**config.mk**
```make
export PLATFORM = sky130hd
export DESIGN_NAME = xcvr_avmm
export DESIGN_NICKNAME = d
export VERILOG_FILES = /design/src/xcvr_avmm_pkg.sv /design/src/read_wait_gen.sv /design/src/cal_arbiter.sv /design/src/avmm_response.sv /design/src/xcvr_avmm.sv
export VERILOG_INCLUDE_DIRS = /design/src
export SDC_FILE = /design/constraint.sdc
export NUM_CORES = 1
export LEC_CHECK = 0
export ABC_AREA = 0
export BUFFER_PORTS_ARGS = -buffer_cell sky130_fd_sc_hd__buf_4
export CORE_UTILIZATION = 35
export CTS_CLUSTER_DIAMETER = 200
export DETAILED_ROUTE_END_ITERATION = 8
export GPL_TIMING_DRIVEN = 0
export PLACE_DENSITY = 0.81
export SLEW_MARGIN = 20
export SYNTH_ARGS = -nofsm -noshare
export SYNTH_HDL_FRONTEND = slang
export SYNTH_HIERARCHICAL = 1
export SYNTH_SLANG_ARGS = --single-unit
```
**constraint.sdc**
```tcl
create_clock -name avmm_clk -period 1.46 [get_ports avmm_clk]
set_input_delay 0.073 -clock avmm_clk [delete_from_list [all_inputs] [get_ports avmm_clk]]
set_output_delay 0.073 -clock avmm_clk [all_outputs]
set_load 0.01 [all_outputs]
```
**src/xcvr_avmm_params.svh**
```systemverilog
`ifndef XCVR_AVMM_PARAMS_SVH
`define XCVR_AVMM_PARAMS_SVH

// ******************************
// Avalon-MM bus widths
// ******************************
`define XCVR_AVMM_ADDR_W   9       // User and channel address width
`define XCVR_AVMM_DATA_W   8       // One byte per access
`define XCVR_AVMM_RCNT_W   3       // Read cycle counter width

// ******************************
// Read timing
// ******************************
`define XCVR_AVMM_READ_LAT 3'd3    // Hard block read latency in cycles
// Counter value held in reset
// Sits above the latency so the wait decode can tell it apart
`define XCVR_AVMM_RCNT_RST 3'd7

// ******************************
// Arbiter and block map
// ******************************
`define XCVR_AVMM_ARB_ADDR 9'h000  // Calibration arbiter register
`define XCVR_AVMM_NUM_BLK  8       // PMA, PCS and PLL blocks on the return bus

`endif

```
**src/xcvr_avmm_pkg.sv**
```systemverilog
`include "xcvr_avmm_params.svh"

package xcvr_avmm_pkg;

    // ******************************
    // Plain vectors
    // ******************************
    typedef logic [`XCVR_AVMM_ADDR_W-1:0] avmm_addr_t;   // Register address
    typedef logic [`XCVR_AVMM_DATA_W-1:0] avmm_data_t;   // Read or write byte
    typedef logic [`XCVR_AVMM_RCNT_W-1:0] read_cnt_t;    // Read cycle count

    // One select bit per hard block
    typedef logic [`XCVR_AVMM_NUM_BLK-1:0] blk_sel_t;

    // Byte k of the bus belongs to block k
    typedef logic [`XCVR_AVMM_NUM_BLK*`XCVR_AVMM_DATA_W-1:0] blk_rdata_t;

    // ******************************
    // Bundles
    // ******************************
    // One Avalon-MM command, user side and block side alike
    typedef struct packed {
        logic       write;
        logic       read;
        avmm_addr_t address;
        avmm_data_t writedata;
    } avmm_cmd_t;

    // Read cycle status toward the response stage
    typedef struct packed {
        logic read_wait;    // Hold the master off
        logic capture;      // Block read data is valid this cycle
    } read_status_t;

    // ******************************
    // Arbiter FSM
    // ******************************
    typedef enum logic [1:0] {
        ARB_USER    = 2'd0,    // User owns the bus
        ARB_CAL     = 2'd1,    // Handed to calibration
        ARB_RELEASE = 2'd2     // Calibration done, busy pipeline draining
    } arb_state_e;

endpackage

```
**src/read_wait_gen.sv**
```systemverilog
`include "xcvr_avmm_params.svh"

module read_wait_gen (
    input  logic                        avmm_clk,
    input  logic                        rst,
    input  logic                        user_read,
    input  logic                        cal_owned,
    output xcvr_avmm_pkg::read_status_t read_status
);

    localparam xcvr_avmm_pkg::read_cnt_t read_lat    = `XCVR_AVMM_READ_LAT;
    localparam xcvr_avmm_pkg::read_cnt_t read_last   = read_lat + 1'b1;  // Completion count
    localparam xcvr_avmm_pkg::read_cnt_t cnt_rst_val = `XCVR_AVMM_RCNT_RST;

    logic                      read_r;      // Read already seen and being counted
    logic                      read_new;    // First cycle of a read
    logic                      read_done;   // Count reached completion
    logic                      cnt_active;  // Inside the latency window
    logic                      cnt_in_rst;  // Counter parked at its reset value

    // Power-up value matches reset so the master is held off from the first cycle
    xcvr_avmm_pkg::read_cnt_t  read_cnt = `XCVR_AVMM_RCNT_RST;

    // ******************************
    // Count decode
    // ******************************
    assign cnt_active = (read_cnt != '0) && (read_cnt <= read_lat);
    assign read_done  = (read_cnt == read_last);
    assign cnt_in_rst = (read_cnt == cnt_rst_val);
    assign read_new   = user_read & ~read_r;

    // Registered read
    // Drops on completion so a back-to-back read shows up as new again
    always_ff @(posedge avmm_clk) begin
        if (rst) begin
            read_r <= 1'b0;
        end else begin
            read_r <= user_read & ~cal_owned & ~read_done & ~cnt_in_rst;
        end
    end

    // ******************************
    // Read cycle counter
    // ******************************
    always_ff @(posedge avmm_clk) begin
        if (rst) begin
            read_cnt <= cnt_rst_val;             // Keeps waitrequest up in reset
        end else if (cal_owned) begin
            read_cnt <= read_cnt;                // Frozen while calibration has the bus
        end else if (user_read && (read_cnt == '0)) begin
            read_cnt <= read_cnt + 1'b1;         // Start of a read
        end else if (cnt_active) begin
            read_cnt <= read_cnt + 1'b1;         // Step through the latency
        end else begin
            read_cnt <= '0;                      // Completion or leaving reset
        end
    end

    // Wait on a fresh read, through the latency, and in the reset park state
    assign read_status.read_wait = read_new | cnt_active | cnt_in_rst;

    // Last latency cycle, block data settled on the return bus
    assign read_status.capture   = (read_cnt == read_lat);

    // ******************************
    // Checks
    // ******************************
    // Counter only visits 0 through completion, or the reset value
    a_cnt_range: assert property (@(posedge avmm_clk) disable iff (rst)
        !((read_cnt > read_last) && (read_cnt < cnt_rst_val)))
        else $error("read counter left its legal range: %0d", read_cnt);

endmodule

```
**src/cal_arbiter.sv**
```systemverilog
`include "xcvr_avmm_params.svh"

module cal_arbiter (
    input  logic                     avmm_clk,
    input  logic                     rst,
    input  xcvr_avmm_pkg::avmm_cmd_t user_cmd,
    input  logic                     cal_busy,
    output logic                     cal_owned,
    output logic                     write_wait,
    output logic                     cal_request,
    output xcvr_avmm_pkg::avmm_cmd_t chnl_cmd
);

    localparam xcvr_avmm_pkg::avmm_addr_t arb_addr = `XCVR_AVMM_ARB_ADDR;

    logic                        busy_r1;       // cal_busy one cycle late
    logic                        busy_r2;       // cal_busy two cycles late
    logic                        arb_hit;       // Write to the arbiter register
    logic                        handoff_wr;    // Bit 0 set gives the bus away
    logic                        request_wr;    // Bit 0 clear asks for the bus back
    logic                        busy_fell;     // Calibration just let go
    logic                        busy_drained;  // Falling edge has left the pipeline

    xcvr_avmm_pkg::arb_state_e   state;
    xcvr_avmm_pkg::arb_state_e   state_nxt;

    logic                        chnl_write;
    logic                        chnl_read;
    xcvr_avmm_pkg::avmm_addr_t   chnl_addr;
    xcvr_avmm_pkg::avmm_data_t   chnl_wdata;

    // ******************************
    // Busy pipeline
    // ******************************
    // Two-stage history of the engine busy flag
    always_ff @(posedge avmm_clk) begin
        busy_r1 <= cal_busy;
        busy_r2 <= busy_r1;
    end

    assign cal_owned    = busy_r1;
    assign busy_fell    = busy_r1 & ~cal_busy;
    assign busy_drained = busy_r2 & ~busy_r1;

    // Arbiter register decode taken only once the write can complete
    assign arb_hit    = user_cmd.write && (user_cmd.address == arb_addr);
    assign handoff_wr = arb_hit & user_cmd.writedata[0] & ~write_wait;
    assign request_wr = arb_hit & ~user_cmd.writedata[0] & ~write_wait;

    // ******************************
    // Ownership FSM
    // ******************************
    always_comb begin
        state_nxt = state;
        case (state)
            xcvr_avmm_pkg::ARB_USER: begin
                if (handoff_wr) begin
                    state_nxt = xcvr_avmm_pkg::ARB_CAL;
                end
            end
            xcvr_avmm_pkg::ARB_CAL: begin
                if (busy_fell) begin
                    state_nxt = xcvr_avmm_pkg::ARB_RELEASE;    // Engine is done
                end
            end
            xcvr_avmm_pkg::ARB_RELEASE: begin
                if (!busy_r1 && !busy_r2) begin
                    state_nxt = xcvr_avmm_pkg::ARB_USER;       // Both stages quiet
                end
            end
            default: begin
                state_nxt = xcvr_avmm_pkg::ARB_USER;
            end
        endcase
    end

    always_ff @(posedge avmm_clk) begin
        if (rst) begin
            state <= xcvr_avmm_pkg::ARB_USER;
        end else begin
            state <= state_nxt;
        end
    end

    // Held off during a handoff and whenever calibration drives the bus
    assign write_wait = (state != xcvr_avmm_pkg::ARB_USER) | cal_owned;

    // Request to calibration cleared two cycles after busy is seen low
    always_ff @(posedge avmm_clk) begin
        if (rst) begin
            cal_request <= 1'b0;
        end else if (request_wr) begin
            cal_request <= 1'b1;
        end else if (busy_drained) begin
            cal_request <= 1'b0;
        end
    end

    // ******************************
    // Command fan-out
    // ******************************
    // Strobes blocked while the bus is owned and arbiter writes kept local
    always_ff @(posedge avmm_clk) begin
        if (rst) begin
            chnl_write <= 1'b0;
            chnl_read  <= 1'b0;
        end else begin
            chnl_write <= user_cmd.write & ~write_wait & (user_cmd.address != arb_addr);
            chnl_read  <= user_cmd.read & ~write_wait;
        end
    end

    always_ff @(posedge avmm_clk) begin
        chnl_addr  <= user_cmd.address;    // Address follows even when blocked
        chnl_wdata <= user_cmd.writedata;
    end

    assign chnl_cmd.write     = chnl_write;
    assign chnl_cmd.read      = chnl_read;
    assign chnl_cmd.address   = chnl_addr;
    assign chnl_cmd.writedata = chnl_wdata;

    // ******************************
    // Checks
    // ******************************
    a_no_req_in_cal: assert property (@(posedge avmm_clk) disable iff (rst)
        (state == xcvr_avmm_pkg::ARB_CAL) |-> !$rose(cal_request))
        else $error("cal_request rose while calibration owns the bus");

    a_no_arb_fwd: assert property (@(posedge avmm_clk) disable iff (rst)
        !(chnl_cmd.write && (chnl_cmd.address == arb_addr)))
        else $error("arbiter write leaked onto the block bus");

endmodule

```
**src/avmm_response.sv**
```systemverilog
`include "xcvr_avmm_params.svh"

module avmm_response (
    input  logic                        avmm_clk,
    input  logic                        rst,
    input  xcvr_avmm_pkg::read_status_t read_status,
    input  logic                        write_wait,
    input  logic                        cal_owned,
    input  xcvr_avmm_pkg::blk_sel_t     blk_sel,
    input  xcvr_avmm_pkg::blk_rdata_t   blk_rdata,
    output logic                        avmm_waitrequest,
    output xcvr_avmm_pkg::avmm_data_t   avmm_readdata
);

    xcvr_avmm_pkg::avmm_data_t  rdata_mux;    // OR of the selected block bytes

    // ******************************
    // Waitrequest
    // ******************************
    // Either source holds the master
    assign avmm_waitrequest = read_status.read_wait | write_wait;

    // ******************************
    // Read data return
    // ******************************
    // AND-OR merge of the return bus
    // Unselected blocks contribute nothing, no select reads back 0
    always_comb begin
        rdata_mux = '0;
        for (int k = 0; k < `XCVR_AVMM_NUM_BLK; k++) begin
            rdata_mux = rdata_mux |
                (blk_rdata[k*`XCVR_AVMM_DATA_W +: `XCVR_AVMM_DATA_W] &
                 {`XCVR_AVMM_DATA_W{blk_sel[k]}});
        end
    end

    // Capture on the last latency cycle
    // Skipped while calibration drives the blocks, its data is not ours
    always_ff @(posedge avmm_clk) begin
        if (rst) begin
            avmm_readdata <= '0;
        end else if (read_status.capture && !cal_owned) begin
            avmm_readdata <= rdata_mux;    // Valid when waitrequest drops
        end
    end

    // ******************************
    // Checks
    // ******************************
    // Depends on the read counter parking at its reset value
    a_wait_in_rst: assert property (@(posedge avmm_clk)
        rst |-> avmm_waitrequest)
        else $error("waitrequest low during reset");

endmodule

```
**src/xcvr_avmm.sv**
```systemverilog
module xcvr_avmm (
    input  logic                       avmm_clk,
    input  logic                       rst,
    // User Avalon-MM slave
    input  xcvr_avmm_pkg::avmm_cmd_t   user_cmd,
    output xcvr_avmm_pkg::avmm_data_t  avmm_readdata,
    output logic                       avmm_waitrequest,
    // Calibration engine
    input  logic                       cal_busy,
    output logic                       cal_request,
    // Hard block side
    output xcvr_avmm_pkg::avmm_cmd_t   chnl_cmd,
    input  xcvr_avmm_pkg::blk_sel_t    blk_sel,
    input  xcvr_avmm_pkg::blk_rdata_t  blk_rdata
);

    logic                         cal_owned;    // Calibration holds the bus
    logic                         write_wait;   // Arbiter hold-off
    xcvr_avmm_pkg::read_status_t  read_status;  // Read wait and capture

    // ******************************
    // Read latency
    // ******************************
    read_wait_gen u_read_wait_gen (
        .avmm_clk    (avmm_clk),
        .rst         (rst),
        .user_read   (user_cmd.read),
        .cal_owned   (cal_owned),
        .read_status (read_status)
    );

    // ******************************
    // Calibration ownership
    // ******************************
    cal_arbiter u_cal_arbiter (
        .avmm_clk    (avmm_clk),
        .rst         (rst),
        .user_cmd    (user_cmd),
        .cal_busy    (cal_busy),
        .cal_owned   (cal_owned),
        .write_wait  (write_wait),
        .cal_request (cal_request),
        .chnl_cmd    (chnl_cmd)
    );

    // ******************************
    // Master response
    // ******************************
    avmm_response u_avmm_response (
        .avmm_clk         (avmm_clk),
        .rst              (rst),
        .read_status      (read_status),
        .write_wait       (write_wait),
        .cal_owned        (cal_owned),
        .blk_sel          (blk_sel),
        .blk_rdata        (blk_rdata),
        .avmm_waitrequest (avmm_waitrequest),
        .avmm_readdata    (avmm_readdata)
    );

endmodule

```
==> key figures <==
Synthesis
  • Count of unique library cells instantiated by Yosys: 38
  • Net Count, Synth: roughly 250
  • YS warnings: 6
  • Count of mapped cells out of synthesis: between 150 and 200
  • Synthesized area per cell: 10.4 sq um
  • Portion of the post-synthesis area used by sequential elements: 0.460
  • #FFs+latches synth: 36
  • Synthesized area: 0.00157 sq mm

Worst setup path
  • Data arrival, critical path: 1.52 ns
  • CP Launch Type: flop
  • Required time at the worst-slack endpoint: roughly 1.4 ns
  • Setup Crit Path Kind: reg -> out
  • CP endpoint kind: output port
  • CP Max Fanout: 5

Placed design
  • Quantity of I/O buffers inserted on ports: 114
  • Final HPWL DP: around 3800 um
  • Post-place instance area: between 0.002 and 0.0025 sq mm
  • RePlAce Congestion: 0.732

Detailed routing
  • Detailed Route WL: about 5500 um
  • Via total after detailed routing: about 1800
  • Drt first-iter violations: 48
  • DR WL/cell: approximately 16 um
  • First-pass iteration count of the detailed router: 4
  • Remaining antenna violation count: 0
  • DRC violation count after routing: 0
  • Mean number of vias per cell: a little over 5

Finish
  • Area delta synth->final: 91.3%
  • Total number of nets in the final design: a little under 400
  • Final-layout fill cell count: between 300 and 400
  • Fraction of final layout cells with drive strength greater than 1: 0.573
  • Area of all placed cells without fillers: 0.00300 sq mm
  • N_diodes: 0
  • Final core utilization: 0.724

STA
  • Worst path setup slack after routing: -0.136 ns
  • Skew final: approximately 0.0016 ns
  • Final hold violations: 0
  • Number of pins with negative max-slew slack in the final report: 0
  • Final setup viols: 11
  • RSZ-0062 raised after global routing: yes
  • Final setup TNS: -0.873 ns
  • Hold slack final: 0.0264 ns
  • Fmax achieved: 627 MHz
  • Tightest Pin Transition: 0.519 ns
  • Worst slew margin relative to its limit: 0.654
  • Period utilization: 1.09
  • Post-layout minimum cycle time: approximately 1.6 ns

Clocking
  • Clock buffer depth: 2
  • Maximum level of the CTS H-tree: 2
  • Clock Tree Root: sky130_fd_sc_hd__clkbuf_8
  • Number of clock buffers inserted by TritonCTS: 5
  • Skew-Pair Late Insertion Delay: 0.28 ns
  • Clock Sinks: 36
  • Reg clk slew, reported paths: 0.07 ns
  • Clock tree from TritonCTS: done

Die
  • Placement Rows: 23
  • Initial standard-cell utilization of the core: 0.378
  • Boundary pin count: 123
  • DIE WIDTH: ~70 um
  • DIE HEIGHT: slightly below 70 um
  • Floorplan die area: ~0.0048 sq mm
  • Core area: about 0.0041 sq mm

GRT
  • Pin count of the biggest net entering global routing: 15
  • First-pass GRT wire length: 7940 um
  • Grt ovf: 0
  • Overall fraction of global-route tracks in use: 0.229
  • Vias in the first global route: 1877
  • Initial antenna violation count: 0

Power
  • Leak Pwr: 1.39 nW
  • Maximum resistive drop on vdd: 0.441 mV
  • Power density over the cells: between 800 and 900 mW/mm^2

Run status
  • Violations in the final reports: setup timing
  • Run status: finished, violations left

Run
  • Max-cap violations: 0

Min path
  • Type of the most critical hold path: in -> reg
registers in the layout, indices dropped and copies added, names as in the netlist, 2 cells and up:
| register | cells |
|---|---|
| u_cal_arbiter/chnl_wdata | 8 |
| u_cal_arbiter/chnl_addr | 9 |
| u_read_wait_gen/read_cnt | 3 |
| u_avmm_response/avmm_readdata | 8 |
| u_cal_arbiter/state | 2 |
power breakdown:
group / switching, mW / internal [mW]
Combinational: 0.235 / 0.391
Sequential: 0.0354 / 1.03
Clock: 0.357 / 0.505
Total: 0.627 / 1.93
Yosys cell counts (all sizes together):
master    n  area (sq um)
nand2b    1          6.26
a311oi    8          76.3
or4       1          7.51
and4bb    1          12.5
a22oi    32           240
o41ai     1          8.76
or2       1          6.26
nor3b     1          12.5
nand3     1          5.00
dfxtp    36           721
nand2     2          7.51
buf      12           110
and2      1          6.26
clkbuf    1          5.00
nor2b     2          20.0
ha        4          50.1
o2bb2ai   1          8.76
inv       6          22.5
o31ai     2          15.0
a221o     2          20.0
nor3      2          10.0
or4b      1          10.0
nor4      2          18.8
and3      8          50.1
o211ai    1          7.51
nand3b    2          15.0
a21oi     5          25.0
nor2     10          37.5
or3       1          7.51
and2b     3          25.0
repair_timing:
action,CTS,global route
pin swaps,3,8
hold endpoints to repair,19,0
buffers inserted,5,3
hold buffers,18,0
setup endpoints to repair,12,12
cloned,0,1
resized for setup,19,12
layer usage:
metal / up-vias / track usage / wire length, um
met5: - / 0 / 0
met4: 0 / 0.135 / 203
met3: 19 / 0.0510 / 330
met2: 100 / 0.450 / 3160
met1: 826 / 0.211 / 1770
li1: 872 / - / -
path summary, 6_finish.rpt:
kind                          startpoint                          endpoint  slack [ns]  depth (start not counted)
max          u_read_wait_gen/read_cnt[0]                  avmm_waitrequest       -0.14                          6
min                                  rst            u_cal_arbiter/state[1]        0.03                          2
max reg2reg  u_read_wait_gen/read_cnt[0]  u_avmm_response/avmm_readdata[4]       -0.10                          8
min reg2reg      u_cal_arbiter/cal_owned             u_cal_arbiter/busy_r2        0.49                          0
stage by stage:
stage	instances	power [mW]	setup WS [ns]
after floorplan	151	1.29	0.00282
after detailed placement	315	1.58	-0.139
after CTS	346	2.52	-0.116
final	350	2.56	-0.136
after global placement	315	1.57	-0.0831
after global routing	350	2.67	-0.198
cells by family (layout without fill, tap and decap cells):
family,after synthesis,in the layout,share of synthesized area
buffers and inverters,19,168,0.0878
and+or+nand+nor,40,40,0.164
adders and majority gates,4,4,0.0319
DFF,36,36,0.460
AOI/OAI and AO/OA,52,52,0.256
worst max-delay path, cell delays in order (launching register included):
cell                        delay (ns)
sky130_fd_sc_hd__dfxtp_4          0.37
sky130_fd_sc_hd__ha_4             0.18
sky130_fd_sc_hd__ha_4             0.17
sky130_fd_sc_hd__o2bb2ai_4        0.11
sky130_fd_sc_hd__nand2_2          0.06
sky130_fd_sc_hd__or2_4            0.23
sky130_fd_sc_hd__buf_6            0.12
cells in the final DEF (no fill, tap or decap), drive strengths merged, types with 2 or more instances in the layout:
| master | n |
|---|---|
| buf | 134 |
| dfxtp | 36 |
| a22oi | 32 |
| dlygate4sd3 | 18 |
| nor2 | 10 |
| and3 | 8 |
| a311oi | 8 |
| clkbuf | 7 |
| inv | 6 |
| a21oi | 5 |
| ha | 4 |
| and2b | 3 |
| nand3b | 2 |
| o31ai | 2 |
| a221o | 2 |
| nor2b | 2 |
| nor4 | 2 |
| nand2 | 2 |
| nor3 | 2 |
layout make-up:
| type | count | area, sq um | area share |
|---|---|---|---|
| clock buffers | 5 | 68.8 | 0.0229 |
| multi-input cells | 96 | 826 | 0.275 |
| clock inverters | 3 | 42.5 | 0.0142 |
| plain buffers | 13 | 115 | 0.0384 |
| repair buffers | 141 | 1130 | 0.376 |
| flip-flops and latches | 36 | 733 | 0.244 |
| well taps | 50 | 62.6 | 0.0209 |
| inverters | 6 | 22.5 | 0.00751 |
Note: power is estimated with default switching activity, not from simulation.
